### config.mk
export PLATFORM = sky130hd
export DESIGN_NAME = read_cache_top
export DESIGN_NICKNAME = d
export VERILOG_FILES = /design/src/hw/cache_pkg.sv /design/src/hw/line_fill_if.sv /design/src/hw/read_cache_top.sv /design/src/hw/cache_ctrl.sv /design/src/hw/cache_data_store.sv /design/src/hw/cache_tag_store.sv /design/src/hw/line_fill_axi.sv
export SDC_FILE = /design/constraint.sdc
export NUM_CORES = 1
export LEC_CHECK = 0
export BUFFER_PORTS_ARGS = -buffer_cell sky130_fd_sc_hd__clkbuf_2
export CAP_MARGIN = 10
export CORE_AREA = 3 3 270 272
export CTS_BUF_LIST = sky130_fd_sc_hd__clkbuf_8
export DETAILED_ROUTE_END_ITERATION = 6
export DIE_AREA = 0 0 273 275
export GPL_ROUTABILITY_DRIVEN = 0
export PLACE_DENSITY = 0.8
export RECOVER_POWER = 25
export SYNTH_ARGS = -nofsm -noshare
export SYNTH_HDL_FRONTEND = slang
export SYNTH_SLANG_ARGS = --single-unit
### constraint.sdc
create_clock -name clk -period 4.9 [get_ports clk]
set_input_delay 0.98 -clock clk [delete_from_list [all_inputs] [get_ports clk]]
set_output_delay 0.98 -clock clk [all_outputs]
set_load 0.03 [all_outputs]
### src/hw/cache_pkg.sv
package cache_pkg;

   localparam int addr_w     = 16;  // byte address
   localparam int data_w     = 32;  // word and AXI data width
   localparam int byte_w     = 2;   // byte within word
   localparam int word_off_w = 2;   // word within line
   localparam int index_w    = 3;   // 8 lines
   localparam int tag_w      = addr_w - index_w - word_off_w - byte_w;
   localparam int line_words = 1 << word_off_w;  // beats per burst

   typedef struct packed {
      logic [tag_w-1:0]      tag;
      logic [index_w-1:0]    index;
      logic [word_off_w-1:0] word_off;
      logic [byte_w-1:0]     byte_off;
   } cache_addr_s;

   // same request word, seen flat or split into cache fields
   typedef union packed {
      logic [addr_w-1:0] flat;
      cache_addr_s       f;
   } cache_addr_u;

   typedef enum logic [1:0] {
      idle,
      addr_phase,   // arvalid out, waiting for arready
      data_phase,   // taking beats
      end_phase     // one cycle, then retry or release
   } fill_state_e;

endpackage
### src/hw/line_fill_if.sv
`timescale 1ns/1ps

interface line_fill_if;

   logic                                          replace_valid;  // ctrl asks for a fill
   logic [cache_pkg::tag_w+cache_pkg::index_w-1:0] replace_addr;  // line address
   logic                                          replace;        // fill busy
   logic                                          read_valid;     // one beat this cycle
   logic [cache_pkg::word_off_w-1:0]              read_addr;      // word within line
   logic [cache_pkg::data_w-1:0]                  read_rdata;

   modport ctrl (
      output replace_valid, replace_addr,
      input  replace
   );

   modport fill (
      input  replace_valid, replace_addr,
      output replace, read_valid, read_addr, read_rdata
   );

   modport store (
      input read_valid, read_addr, read_rdata, replace_addr
   );

endinterface

### src/hw/read_cache_top.sv
`timescale 1ns/1ps

module read_cache_top (
   input  logic                         clk,
   input  logic                         reset,
   // requester
   input  logic                         req,
   input  logic [cache_pkg::addr_w-1:0] addr,
   output logic                         ack,
   output logic [cache_pkg::data_w-1:0] rdata,
   // AXI read channel
   output logic [cache_pkg::addr_w-1:0] axi_araddr,
   output logic                         axi_arvalid,
   input  logic                         axi_arready,
   input  logic [cache_pkg::data_w-1:0] axi_rdata,
   input  logic [1:0]                   axi_rresp,
   input  logic                         axi_rlast,
   input  logic                         axi_rvalid,
   output logic                         axi_rready
);

   logic                             hit;
   logic                             fill_en;
   logic [cache_pkg::index_w-1:0]    lookup_index;
   logic [cache_pkg::tag_w-1:0]      lookup_tag;
   logic [cache_pkg::index_w-1:0]    fill_index;
   logic [cache_pkg::tag_w-1:0]      fill_tag;
   logic [cache_pkg::index_w-1:0]    rd_index;
   logic [cache_pkg::word_off_w-1:0] rd_word;
   logic [cache_pkg::data_w-1:0]     rd_data;

   line_fill_if fill_bus ();

   cache_ctrl cache_ctrl_i (
      .clk          (clk),
      .reset        (reset),
      .req          (req),
      .addr         (addr),
      .ack          (ack),
      .rdata        (rdata),
      .lookup_index (lookup_index),
      .lookup_tag   (lookup_tag),
      .hit          (hit),
      .fill_en      (fill_en),
      .fill_index   (fill_index),
      .fill_tag     (fill_tag),
      .rd_index     (rd_index),
      .rd_word      (rd_word),
      .rd_data      (rd_data),
      .fill         (fill_bus.ctrl)
   );

   cache_tag_store cache_tag_store_i (
      .clk          (clk),
      .reset        (reset),
      .lookup_index (lookup_index),
      .lookup_tag   (lookup_tag),
      .hit          (hit),
      .fill_en      (fill_en),
      .fill_index   (fill_index),
      .fill_tag     (fill_tag)
   );

   cache_data_store cache_data_store_i (
      .clk      (clk),
      .rd_index (rd_index),
      .rd_word  (rd_word),
      .rd_data  (rd_data),
      .fill     (fill_bus.store)
   );

   line_fill_axi line_fill_axi_i (
      .clk     (clk),
      .reset   (reset),
      .fill    (fill_bus.fill),
      .araddr  (axi_araddr),
      .arvalid (axi_arvalid),
      .arready (axi_arready),
      .rdata   (axi_rdata),
      .rresp   (axi_rresp),
      .rlast   (axi_rlast),
      .rvalid  (axi_rvalid),
      .rready  (axi_rready)
   );

endmodule

### src/hw/cache_ctrl.sv
`timescale 1ns/1ps

module cache_ctrl (
   input  logic                             clk,
   input  logic                             reset,
   input  logic                             req,
   input  cache_pkg::cache_addr_u           addr,
   output logic                             ack,
   output logic [cache_pkg::data_w-1:0]     rdata,
   output logic [cache_pkg::index_w-1:0]    lookup_index,
   output logic [cache_pkg::tag_w-1:0]      lookup_tag,
   input  logic                             hit,
   output logic                             fill_en,
   output logic [cache_pkg::index_w-1:0]    fill_index,
   output logic [cache_pkg::tag_w-1:0]      fill_tag,
   output logic [cache_pkg::index_w-1:0]    rd_index,
   output logic [cache_pkg::word_off_w-1:0] rd_word,
   input  logic [cache_pkg::data_w-1:0]     rd_data,
   line_fill_if.ctrl                        fill
);

   localparam int line_addr_w = cache_pkg::tag_w + cache_pkg::index_w;

   typedef enum logic [2:0] {
      wait_req,
      lookup,        // tag compare, data read issued
      respond,       // word ready from the store
      start_fill,
      wait_fill,
      wait_release   // ack high until req drops
   } ctrl_state_e;

   ctrl_state_e           state;
   cache_pkg::cache_addr_u addr_q;

   assign lookup_index = addr_q.f.index;
   assign lookup_tag   = addr_q.f.tag;
   assign rd_index     = addr_q.f.index;
   assign rd_word      = addr_q.f.word_off;
   assign fill_index   = addr_q.f.index;
   assign fill_tag     = addr_q.f.tag;

   assign fill.replace_addr = addr_q.flat[cache_pkg::addr_w-1 -: line_addr_w];

   // low on the cycle replace falls, so the tag store marks the line valid
   // on the same edge the FSM returns to lookup
   assign fill_en = (state == start_fill) || (state == wait_fill && fill.replace);

   always_ff @(posedge clk or posedge reset) begin
      if (reset) begin
         state              <= wait_req;
         ack                <= 1'b0;
         fill.replace_valid <= 1'b0;
      end else begin
         case (state)
            wait_req: begin
               if (req)
                  state <= lookup;
            end
            lookup: begin
               if (hit) begin
                  state <= respond;
               end else begin
                  state              <= start_fill;
                  fill.replace_valid <= 1'b1;
               end
            end
            respond: begin
               ack   <= 1'b1;
               state <= wait_release;
            end
            start_fill: begin
               if (fill.replace) begin  // fill block took it
                  fill.replace_valid <= 1'b0;
                  state              <= wait_fill;
               end
            end
            wait_fill: begin
               if (!fill.replace)
                  state <= lookup;  // line now valid, this lookup hits
            end
            default: begin
               if (!req) begin
                  ack   <= 1'b0;  // drops on the edge that sees req low
                  state <= wait_req;
               end
            end
         endcase
      end
   end

   always_ff @(posedge clk) begin
      if (state == wait_req && req)
         addr_q <= addr;  // held for the whole transaction
      if (state == respond)
         rdata <= rd_data;
   end

endmodule

### src/hw/cache_data_store.sv
`timescale 1ns/1ps

module cache_data_store (
   input  logic                             clk,
   input  logic [cache_pkg::index_w-1:0]    rd_index,
   input  logic [cache_pkg::word_off_w-1:0] rd_word,
   output logic [cache_pkg::data_w-1:0]     rd_data,
   line_fill_if.store                       fill
);

   localparam int depth = (1 << cache_pkg::index_w) * cache_pkg::line_words;

   logic [cache_pkg::data_w-1:0]   mem [depth];
   logic [cache_pkg::index_w-1:0]  wr_index;

   // index is the low part of the line address
   assign wr_index = fill.replace_addr[cache_pkg::index_w-1:0];

   always_ff @(posedge clk) begin
      if (fill.read_valid)
         mem[{wr_index, fill.read_addr}] <= fill.read_rdata;
      rd_data <= mem[{rd_index, rd_word}];  // one cycle read
   end

endmodule

### src/hw/cache_tag_store.sv
`timescale 1ns/1ps

module cache_tag_store (
   input  logic                          clk,
   input  logic                          reset,
   input  logic [cache_pkg::index_w-1:0] lookup_index,
   input  logic [cache_pkg::tag_w-1:0]   lookup_tag,
   output logic                          hit,
   input  logic                          fill_en,
   input  logic [cache_pkg::index_w-1:0] fill_index,
   input  logic [cache_pkg::tag_w-1:0]   fill_tag
);

   localparam int lines = 1 << cache_pkg::index_w;

   logic [lines-1:0]              valid;
   logic [cache_pkg::tag_w-1:0]   tags [lines];
   logic                          fill_en_q;

   assign hit = valid[lookup_index] && (tags[lookup_index] == lookup_tag);

   // line goes invalid while fill_en is high, valid again on its falling edge
   always_ff @(posedge clk or posedge reset) begin
      if (reset) begin
         valid     <= '0;
         fill_en_q <= 1'b0;
      end else begin
         fill_en_q <= fill_en;
         if (fill_en)
            valid[fill_index] <= 1'b0;
         else if (fill_en_q)
            valid[fill_index] <= 1'b1;  // fill done
      end
   end

   always_ff @(posedge clk) begin
      if (fill_en)
         tags[fill_index] <= fill_tag;
   end

endmodule

### src/hw/line_fill_axi.sv
`timescale 1ns/1ps

module line_fill_axi (
   input  logic                            clk,
   input  logic                            reset,
   line_fill_if.fill                       fill,
   output logic [cache_pkg::addr_w-1:0]    araddr,
   output logic                            arvalid,
   input  logic                            arready,
   input  logic [cache_pkg::data_w-1:0]    rdata,
   input  logic [1:0]                      rresp,
   input  logic                            rlast,
   input  logic                            rvalid,
   output logic                            rready
);

   cache_pkg::fill_state_e state;
   logic                   slave_error;  // sticky over the whole burst

   // burst starts at word 0 of the line
   assign araddr = {fill.replace_addr, {(cache_pkg::word_off_w + cache_pkg::byte_w){1'b0}}};

   assign fill.read_rdata = rdata;
   assign fill.read_valid = rvalid && rready;

   always_ff @(posedge clk or posedge reset) begin
      if (reset) begin
         state          <= cache_pkg::idle;
         fill.read_addr <= '0;
         slave_error    <= 1'b0;
      end else begin
         case (state)
            cache_pkg::idle: begin
               fill.read_addr <= '0;
               slave_error    <= 1'b0;
               if (fill.replace_valid)
                  state <= cache_pkg::addr_phase;
            end
            cache_pkg::addr_phase: begin
               fill.read_addr <= '0;
               slave_error    <= 1'b0;  // fresh attempt
               if (arready)
                  state <= cache_pkg::data_phase;
            end
            cache_pkg::data_phase: begin
               if (rvalid) begin
                  if (rresp != 2'b00)
                     slave_error <= 1'b1;  // burst cannot be cut, finish it first
                  if (rlast)
                     state <= cache_pkg::end_phase;  // hold read_addr on the last beat
                  else
                     fill.read_addr <= fill.read_addr + 1'b1;
               end
            end
            default: begin
               // last beat is in the store by now
               if (slave_error)
                  state <= cache_pkg::addr_phase;
               else
                  state <= cache_pkg::idle;
            end
         endcase
      end
   end

   always_comb begin
      arvalid      = 1'b0;
      rready       = 1'b0;
      fill.replace = 1'b1;
      case (state)
         cache_pkg::idle:       fill.replace = 1'b0;
         cache_pkg::addr_phase: arvalid      = 1'b1;
         cache_pkg::data_phase: rready       = 1'b1;
         default:               ;
      endcase
   end

endmodule

## Yosys cells after proc, flatten, opt, wreduce, memory -nomap -nowiden

Memories as Yosys holds them, arrays and structs flattened. A register that Yosys moved wholly into a read port is not among the register bits.
Index checks and enable logic that the tools add are counted.

- Flip-flop bits (word level): 67
- RAM bits: 1096
- Bits of input ports: 56
- Output and inout bits: 51
- Word-level logic and storage cells: 95
- Memories: 2

- Add/subtract/negate cells: 1
- Magnitude comparators: 2
- Equal/unequal tests: 19
- Muxes and demuxes: 37
- Bitwise logic cells: 4
- Reduce and logical (&&, ||, !) cells: 20

Memories:

| memory | words | bits a word | rd ports | clocked after memory_dff | wr ports | line | RTL |
|---|---|---|---|---|---|---|---|
| cache_data_store_i.mem | 32 | 32 | 1 | 1 | 1 | cache_data_store.sv:13 | `logic [cache_pkg::data_w-1:0] mem [depth];` |
| cache_tag_store_i.tags | 8 | 9 | 1 | 1 | 1 | cache_tag_store.sv:17 | `logic [cache_pkg::tag_w-1:0] tags [lines];` |

Operator list:

| kind | number |
|---|---|
| two-way mux 1 bit | 16 |
| two-way mux 8 bit | 2 |
| inequality test 2 bit (second input constant) | 8 |
| two-way mux 3 bit | 5 |
| one-hot mux 3 bit (5 select lines) | 1 |
| two-way mux 2 bit | 6 |
| equality test 9 bit | 1 |
| AND reduction 3 bit | 3 |
| AND 8 bit | 1 |
| inverter 8 bit | 1 |
| OR 8 bit | 1 |
| AND reduction 4 bit | 2 |
| nonzero test 2 bit | 4 |
| equality test 3 x 2 -> 1 bit (second input constant) | 2 |
| inequality test 2 x 1 -> 1 bit (second input constant) | 3 |
| inequality test 6 x 1 -> 1 bit (second input constant) | 1 |
| one-hot mux 1 bit (2 select lines) | 3 |
| one-hot mux 2 bit (3 select lines) | 1 |
| logical AND 1 bit | 5 |
| < comparator 3 x 4 -> 1 bit (second input constant) | 1 |
| one-hot mux 2 bit (2 select lines) | 1 |
| OR reduction 4 bit | 1 |
| binary-select mux 1 bit (select 3 bit) | 1 |
| demux 1 bit (select 3 bit) | 1 |
| 12 further kinds | 12 |

## Longest topological paths before layout

- Depth in word-level cells: 7
- Mapped depth: 8
- Depth with buffers taken out: 6

## By module

Synthesis repeated with hierarchy kept, for this count alone.

- Cells, all modules: 2636
- Area total of the unflattened synthesis: 46535.9 um^2

Modules (own cells, without submodules):

| module | times used | cells an instance | area an instance (um^2) | sequential area each (um^2) |
|---|---|---|---|---|
| cache_data_store | 1 | 2260 | 40491.3 | 31390.1 |
| cache_tag_store | 1 | 180 | 3365.7 | 2387.3 |
| cache_ctrl | 1 | 109 | 1914.3 | 1506.4 |
| line_fill_axi | 1 | 87 | 764.5 | 125.1 |

## Worst setup path after synthesis

No wires, ideal clock.

- Path type: register to register
- Start point: register cache_ctrl_i.state[1]
- End point: register cache_ctrl_i.rdata[0] (netlist name), enable pin
- Library setup time: 461 ps
- Arrival time: 2990 ps
- Data required time: 4439 ps
- Path slack: 1449 ps
- Cell stages (with the launch flop): 4
- Path buffers: 1
- Period minus slack after synthesis: 3451 ps
- Cell sequence: dfrtp_1 clkbuf_1 inv_1 nor3_1

- Cells in the longest elaborated chain, start to end: 1

RTL lines:

| item | line | RTL |
|---|---|---|
| from (decl) | cache_ctrl.sv:33 | `ctrl_state_e state;` |
| from (signal assigned) | cache_ctrl.sv:51 | `state <= wait_req;` |
| from (signal assigned) | cache_ctrl.sv:58 | `state <= lookup;` |
| from (signal assigned) | cache_ctrl.sv:62 | `state <= respond;` |
| equality test 3 x 2 -> 1 bit | cache_ctrl.sv:95 | `if (state == respond)` |
| to (signal assigned) | cache_ctrl.sv:96 | `rdata <= rd_data;` |
| to (decl) | cache_ctrl.sv:9 | `output logic [cache_pkg::data_w-1:0] rdata,` |

No other way between the ends.
A chain may end at the register's enable or synchronous reset.

## Worst setup path after layout

- Start point: register line_fill_axi_i.state[0]
- End point: memory cache_data_store_i.mem[24][17] (netlist name), enable pin

- Cells in the longest elaborated chain, start to end: 5

RTL lines:

| item | line | RTL |
|---|---|---|
| from (decl) | line_fill_axi.sv:17 | `cache_pkg::fill_state_e state;` |
| from (signal assigned) | line_fill_axi.sv:28 | `state <= cache_pkg::idle;` |
| from (signal assigned) | line_fill_axi.sv:37 | `state <= cache_pkg::addr_phase;` |
| from (signal assigned) | line_fill_axi.sv:43 | `state <= cache_pkg::data_phase;` |
| equality test 2 bit | line_fill_axi.sv:70 | `case (state)` |
| two-way mux 1 bit | line_fill_axi.sv:70 |  |
| logical AND 1 bit | line_fill_axi.sv:24 | `assign fill.read_valid = rvalid && rready;` |
| two-way mux 1 bit | cache_data_store.sv:20 | `if (fill.read_valid)` |
| two-way mux 1 bit (not written as such) | cache_data_store.sv:21 | `mem[{wr_index, fill.read_addr}] <= fill.read_rdata;` |
| to (decl) | cache_data_store.sv:13 |  |

No other way between the ends.

==> flow_results.org <==
** Worst setup path
- Cell Chain, Critical Path :: inv_1 > ha_1 > nand3_1 > nor2_4 > buf_4
- Maximum net fanout on the critical path :: 17
- Reg-to-reg critical path endpoint :: cache_data_store_i.mem[24][17]
- Logic depth of the worst register-to-register path :: 5
- The critical path contains buffers and inverters numbering 2 combined.
- CP Data Arrival Time :: between 3 and 4 ns
- Total stage count of the critical path :: 5
- CP startpoint kind :: flip-flop
- On the critical path the largest part of the delay comes from simple AND/OR/NAND/NOR gates.
- Crit path capture type :: flip-flop
- The worst register-to-register path has a setup slack of ~1.5 ns.
- The worst setup path is of the flip-flop to flip-flop kind.
- Slowest cell on the critical path :: nor2_4
- On the worst path, the slowest cell contributes a delay of 1.00 ns.
- Crit path capture :: cache_data_store_i.mem[24][17]
- RR Startpoint :: line_fill_axi_i.state[0]
- At the worst endpoint, the required time is roughly 5.4 ns.
- Timing startpoint of the critical path :: line_fill_axi_i.state[0]

** Yosys
- Warning count from the yosys run :: 0
- The synthesized design contains around 1100 enable-type register cells.
- Among all cell types in the netlist, the one instantiated most often is edfxtp_1.
- Post-synth design cell area :: roughly 44000 um2
- List of most frequent post-synthesis cells :: edfxtp_1 (1142), mux4_2 (268), a22oi_1 (130)
- Averaged over all synthesized cells, the footprint is ~23 um2.
- In the post-synthesis netlist, the biggest area contributors are edfxtp_1 (77%), mux4_2 (14%), a22oi_1 (2.2%), dfxtp_1 (1.6%), dfrtp_1 (1.1%).
- After synthesis, the share of flip-flops with an asynchronous set or reset is ~1.6%.
- After synthesis the netlist holds a flip-flop and latch count of 1196.
- Of the post-synthesis cell area, the dominant cell type holds slightly below 80%.
- After synthesis, flip-flops and latches occupy 79.8% of the total area.
- Cell variety after synth :: between 50 and 60
- In the synthesized netlist the dominant register cell turns out to be edfxtp_1.
- Post-synth top area cell :: edfxtp_1
- Counting every instance in the synthesized netlist gives 1931.

** Power and ir drop
- The worst-case IR drop observed on VDD is 0.250 mV.
- P_leak :: about 16 nW
- In this run switching power makes up around 20% of total power.
- Registers are responsible for 60.5% of the overall power.
- Internal power comes to between 10 and 15 mW.
- Power density cells :: 372 nW/um2
- Net load switching power :: between 3 and 4 mW
- Combinational Power Share :: 0.8%
- Of the total power, the clock network draws slightly below 40%.

** Cells and area
- Cells with a size suffix above 1 make up around 29% of the layout.
- Relative area change from synthesis to final layout :: 11.7%
- Filler instances :: 3983
- Number of nets at the end of the flow :: ~2200

** Placed design
- Post-placement setup slack :: roughly 1.4 ns
- The wire-length estimate of the detail-placed layout is 52500 um.
- IO buf count :: 100

** Route
- Vias per std cell :: 6.54
- In the routed design, unresolved DRC markers number 0.
- Total vias in the final route :: ~21000
- Sum of met2 wire segment lengths after detailed routing :: a little under 50000 um
- Top layer in use :: met5
- Post-route antenna net violation count :: 0
- Detailed routing placed a total of between 10000 and 15000 um of wire on met3.
- Wire length per cell after detailed routing :: between 20 and 30 um
- After the first detailed-routing iteration, the DRC count stood at 2965.
- DR pass1 iterations :: 6
- Wires add up to roughly 100000 um.
- Total routed wire length on the met1 layer :: 35800 um

** STA
- Headroom to the max-slew limit came out at 13.9%.
- Worst slew pin tran :: ~1.3 ns
- Hold Violations, Final :: 0
- Fin crit share :: between 60% and 70%
- Number of pins with negative max-slew slack in the final report :: 0
- The clock arrives with between 0.03 and 0.04 ns of skew.
- Count of endpoints failing setup in the final report :: 0
- Setup repair after global routing left no endpoint under its margin.
- Total negative slack :: 0 ns
- In the post-route analysis, the smallest setup slack over all paths is ~1.5 ns.
- Shortest clock period the worst path allows after layout :: 3.42 ns
- Maximum clock frequency :: 292 MHz

** CTS
- TritonCTS built the clock tree.
- Setup Fix Bufs, Post-CTS :: 0
- CTS saw between 1000 and 1500 sinks.
- Clk buf depth :: 3
- Counting the buffers created by CTS gives 175.
- CTS root buffer :: clkbuf_8
- The later pin in the worst-skew pair is clocked with a latency of 0.83 ns.
- In this run, post-CTS hold repair placed 0 buffers.
- The H-tree generated during clock tree synthesis spans 4 levels.
- CTS-repair resized insts :: 0
- Reg clk slew, reported paths :: 0.06 ns

** Floorplan
- The initialized floorplan defines just under 100 standard-cell rows.
- Die Outline Area :: between 70000 and 80000 um2
- Initial Utilization :: 62.6%
- In this run the count of I/O pins placed on the die edge is around 110.
- In this run the standard cell core region covers about 70000 um2.
- Die extent in y :: 275 um
- In this run the horizontal extent of the chip is about 270 um.

** Global route
- Total routing resource utilization after global routing :: between 20% and 30%
- Number of global-route vias before repair :: between 20000 and 25000
- Maximum number of pins on one net before global-route repair :: 100
- Residual overflow from global routing :: 0
- The first global-routing pass estimated ~140000 um of wire.
- The initial antenna violation count was 4.

** Hold path
- In this run the worst hold path is classified as input port to asynchronous set/reset pin.

** Job
- The tool flagged a number of max-cap violations equal to 0.

** Run status
- The run finished with clean final reports.
[worst reg2reg max path, cell delays in order, from the launching register on]
cell and delay (ns):
dfrtp_1 0.40, inv_1 0.12, ha_1 0.40, nand3_1 0.78, nor2_4 1.01, buf_4 0.37
[per-stage QoR]
step | utilization, % | hold WS, ns | total power [mW] | cells | area [um2]
2_1_floorplan | - | 0.386 | 11.4 | 1934 | 44400
5_1_grt | 69.9 | 0.295 | 19.1 | 3253 | 49600
4_1_cts | 69.9 | 0.278 | 18.6 | 3252 | 49700
6_report | 69.9 | 0.301 | 18.5 | 3257 | 49600
3_5_place_dp | 65.5 | 0.389 | 11.5 | 2929 | 46500
3_3_place_gp | 65.5 | 0.389 | 11.5 | 2929 | 46500
[cell families (layout without fill, tap and decap cells)]
kind of cell             count (synthesis)  count (layout)  synth area share, %
buffers and inverters                  127             495                 1.26
AND/OR/NAND/NOR                        136             136                 1.57
flip-flops                            1196            1196                 79.8
AO/OA/AOI/OAI                          164             164                 2.69
XOR/XNOR                                 7               7                0.138
adder cells (fa/ha/maj)                  8               8                0.225
multiplexers                           292             292                 14.3
other                                    1               9              0.00844
[worst min-delay path by stage]
stage / start / endpoint / slack (ns) / cells past startpoint
floorplan: cache_data_store_i.rd_data[0] / cache_ctrl_i.rdata[0] / 0.39 / 0
global placement: cache_data_store_i.rd_data[21] / cache_ctrl_i.rdata[21] / 0.39 / 0
detailed placement: cache_data_store_i.rd_data[29] / cache_ctrl_i.rdata[29] / 0.39 / 0
CTS: reset / asynchronous set/reset pin / 0.28 / 2
global route: addr[13] / cache_ctrl_i.addr_q[13] / 0.29 / 1
finish: reset / asynchronous set/reset pin / 0.30 / 2
[flip-flops by register name, indices dropped and copies added, names as in the netlist, named ones only]
register,count
cache_data_store_i.mem,1024
cache_tag_store_i.tags,72
cache_ctrl_i.rdata,32
cache_data_store_i.rd_data,32
cache_ctrl_i.addr_q,14
cache_ctrl_i.state,3
line_fill_axi_i.fill.read_addr,2
line_fill_axi_i.state,2
cache_ctrl_i.ack,1
cache_ctrl_i.fill.replace_valid,1
cache_tag_store_i.fill_en_q,1
line_fill_axi_i.slave_error,1
[layer usage]
metal	up-vias	GRT usage, %
met5	-	0
met3	231	6.19
met4	4	9.48
met2	1273	42.3
li1	8712	-
met1	11100	37.2
[layout make-up]
type                       count  area, um2  area share [%]
sequential                  1196      35500            71.5
multi-input combinational    611       8700            17.5
clock buffer                 188       2590            5.21
tap                          950       1190            2.39
timing repair buffer         162       1080            2.19
clock inverter               135        566            1.14
inverter                      10       37.5          0.0756
antenna                        5       12.5          0.0252
[cell usage in the layout (no fill, tap or decap), types with 3 or more instances in the layout]
cell        netlist  final
diode_2           0      5
edfxtp_1       1142   1142
inv_1             9     77
clkinvlp_4        0      7
nand3b_1          3      3
nand4_1          32     32
a21oi_1           8      8
buf_12            0     12
clkbuf_2          1     75
conb_1            1      4
nand3_1           8      8
nor2b_1           4      4
o31ai_1           3      3
xor2_1            3      3
o21ai_0          11     11
nand2b_1          3      3
clkinv_2          0     18
a31oi_1           3      3
nand2_1          10     10
clkbuf_1         68     25
dfxtp_1          35     35
nor2_1           57     23
clkbuf_8          0    188
nor2_4            0     34
clkinv_1          0     40
mux2i_1          17     17
ha_1              8      8
mux4_2          268    268
xnor2_1           4      4
mux4_1            4      4
mux2_2            3      3
dfrtp_1          19     19
a22oi_1         130    130
buf_4            16     50
[power by group through the flow]
stage | Combinational [mW] | Clock, mW | Sequential [mW]
2_1_floorplan | 0.0109 | 0 | 11.4
4_1_cts | 0.140 | 7.25 | 11.2
3_5_place_dp | 0.141 | 0 | 11.4
3_3_place_gp | 0.124 | 0 | 11.4
5_1_grt | 0.155 | 7.73 | 11.2
6_report | 0.140 | 7.16 | 11.2
Power figures use the tool's default switching activity.
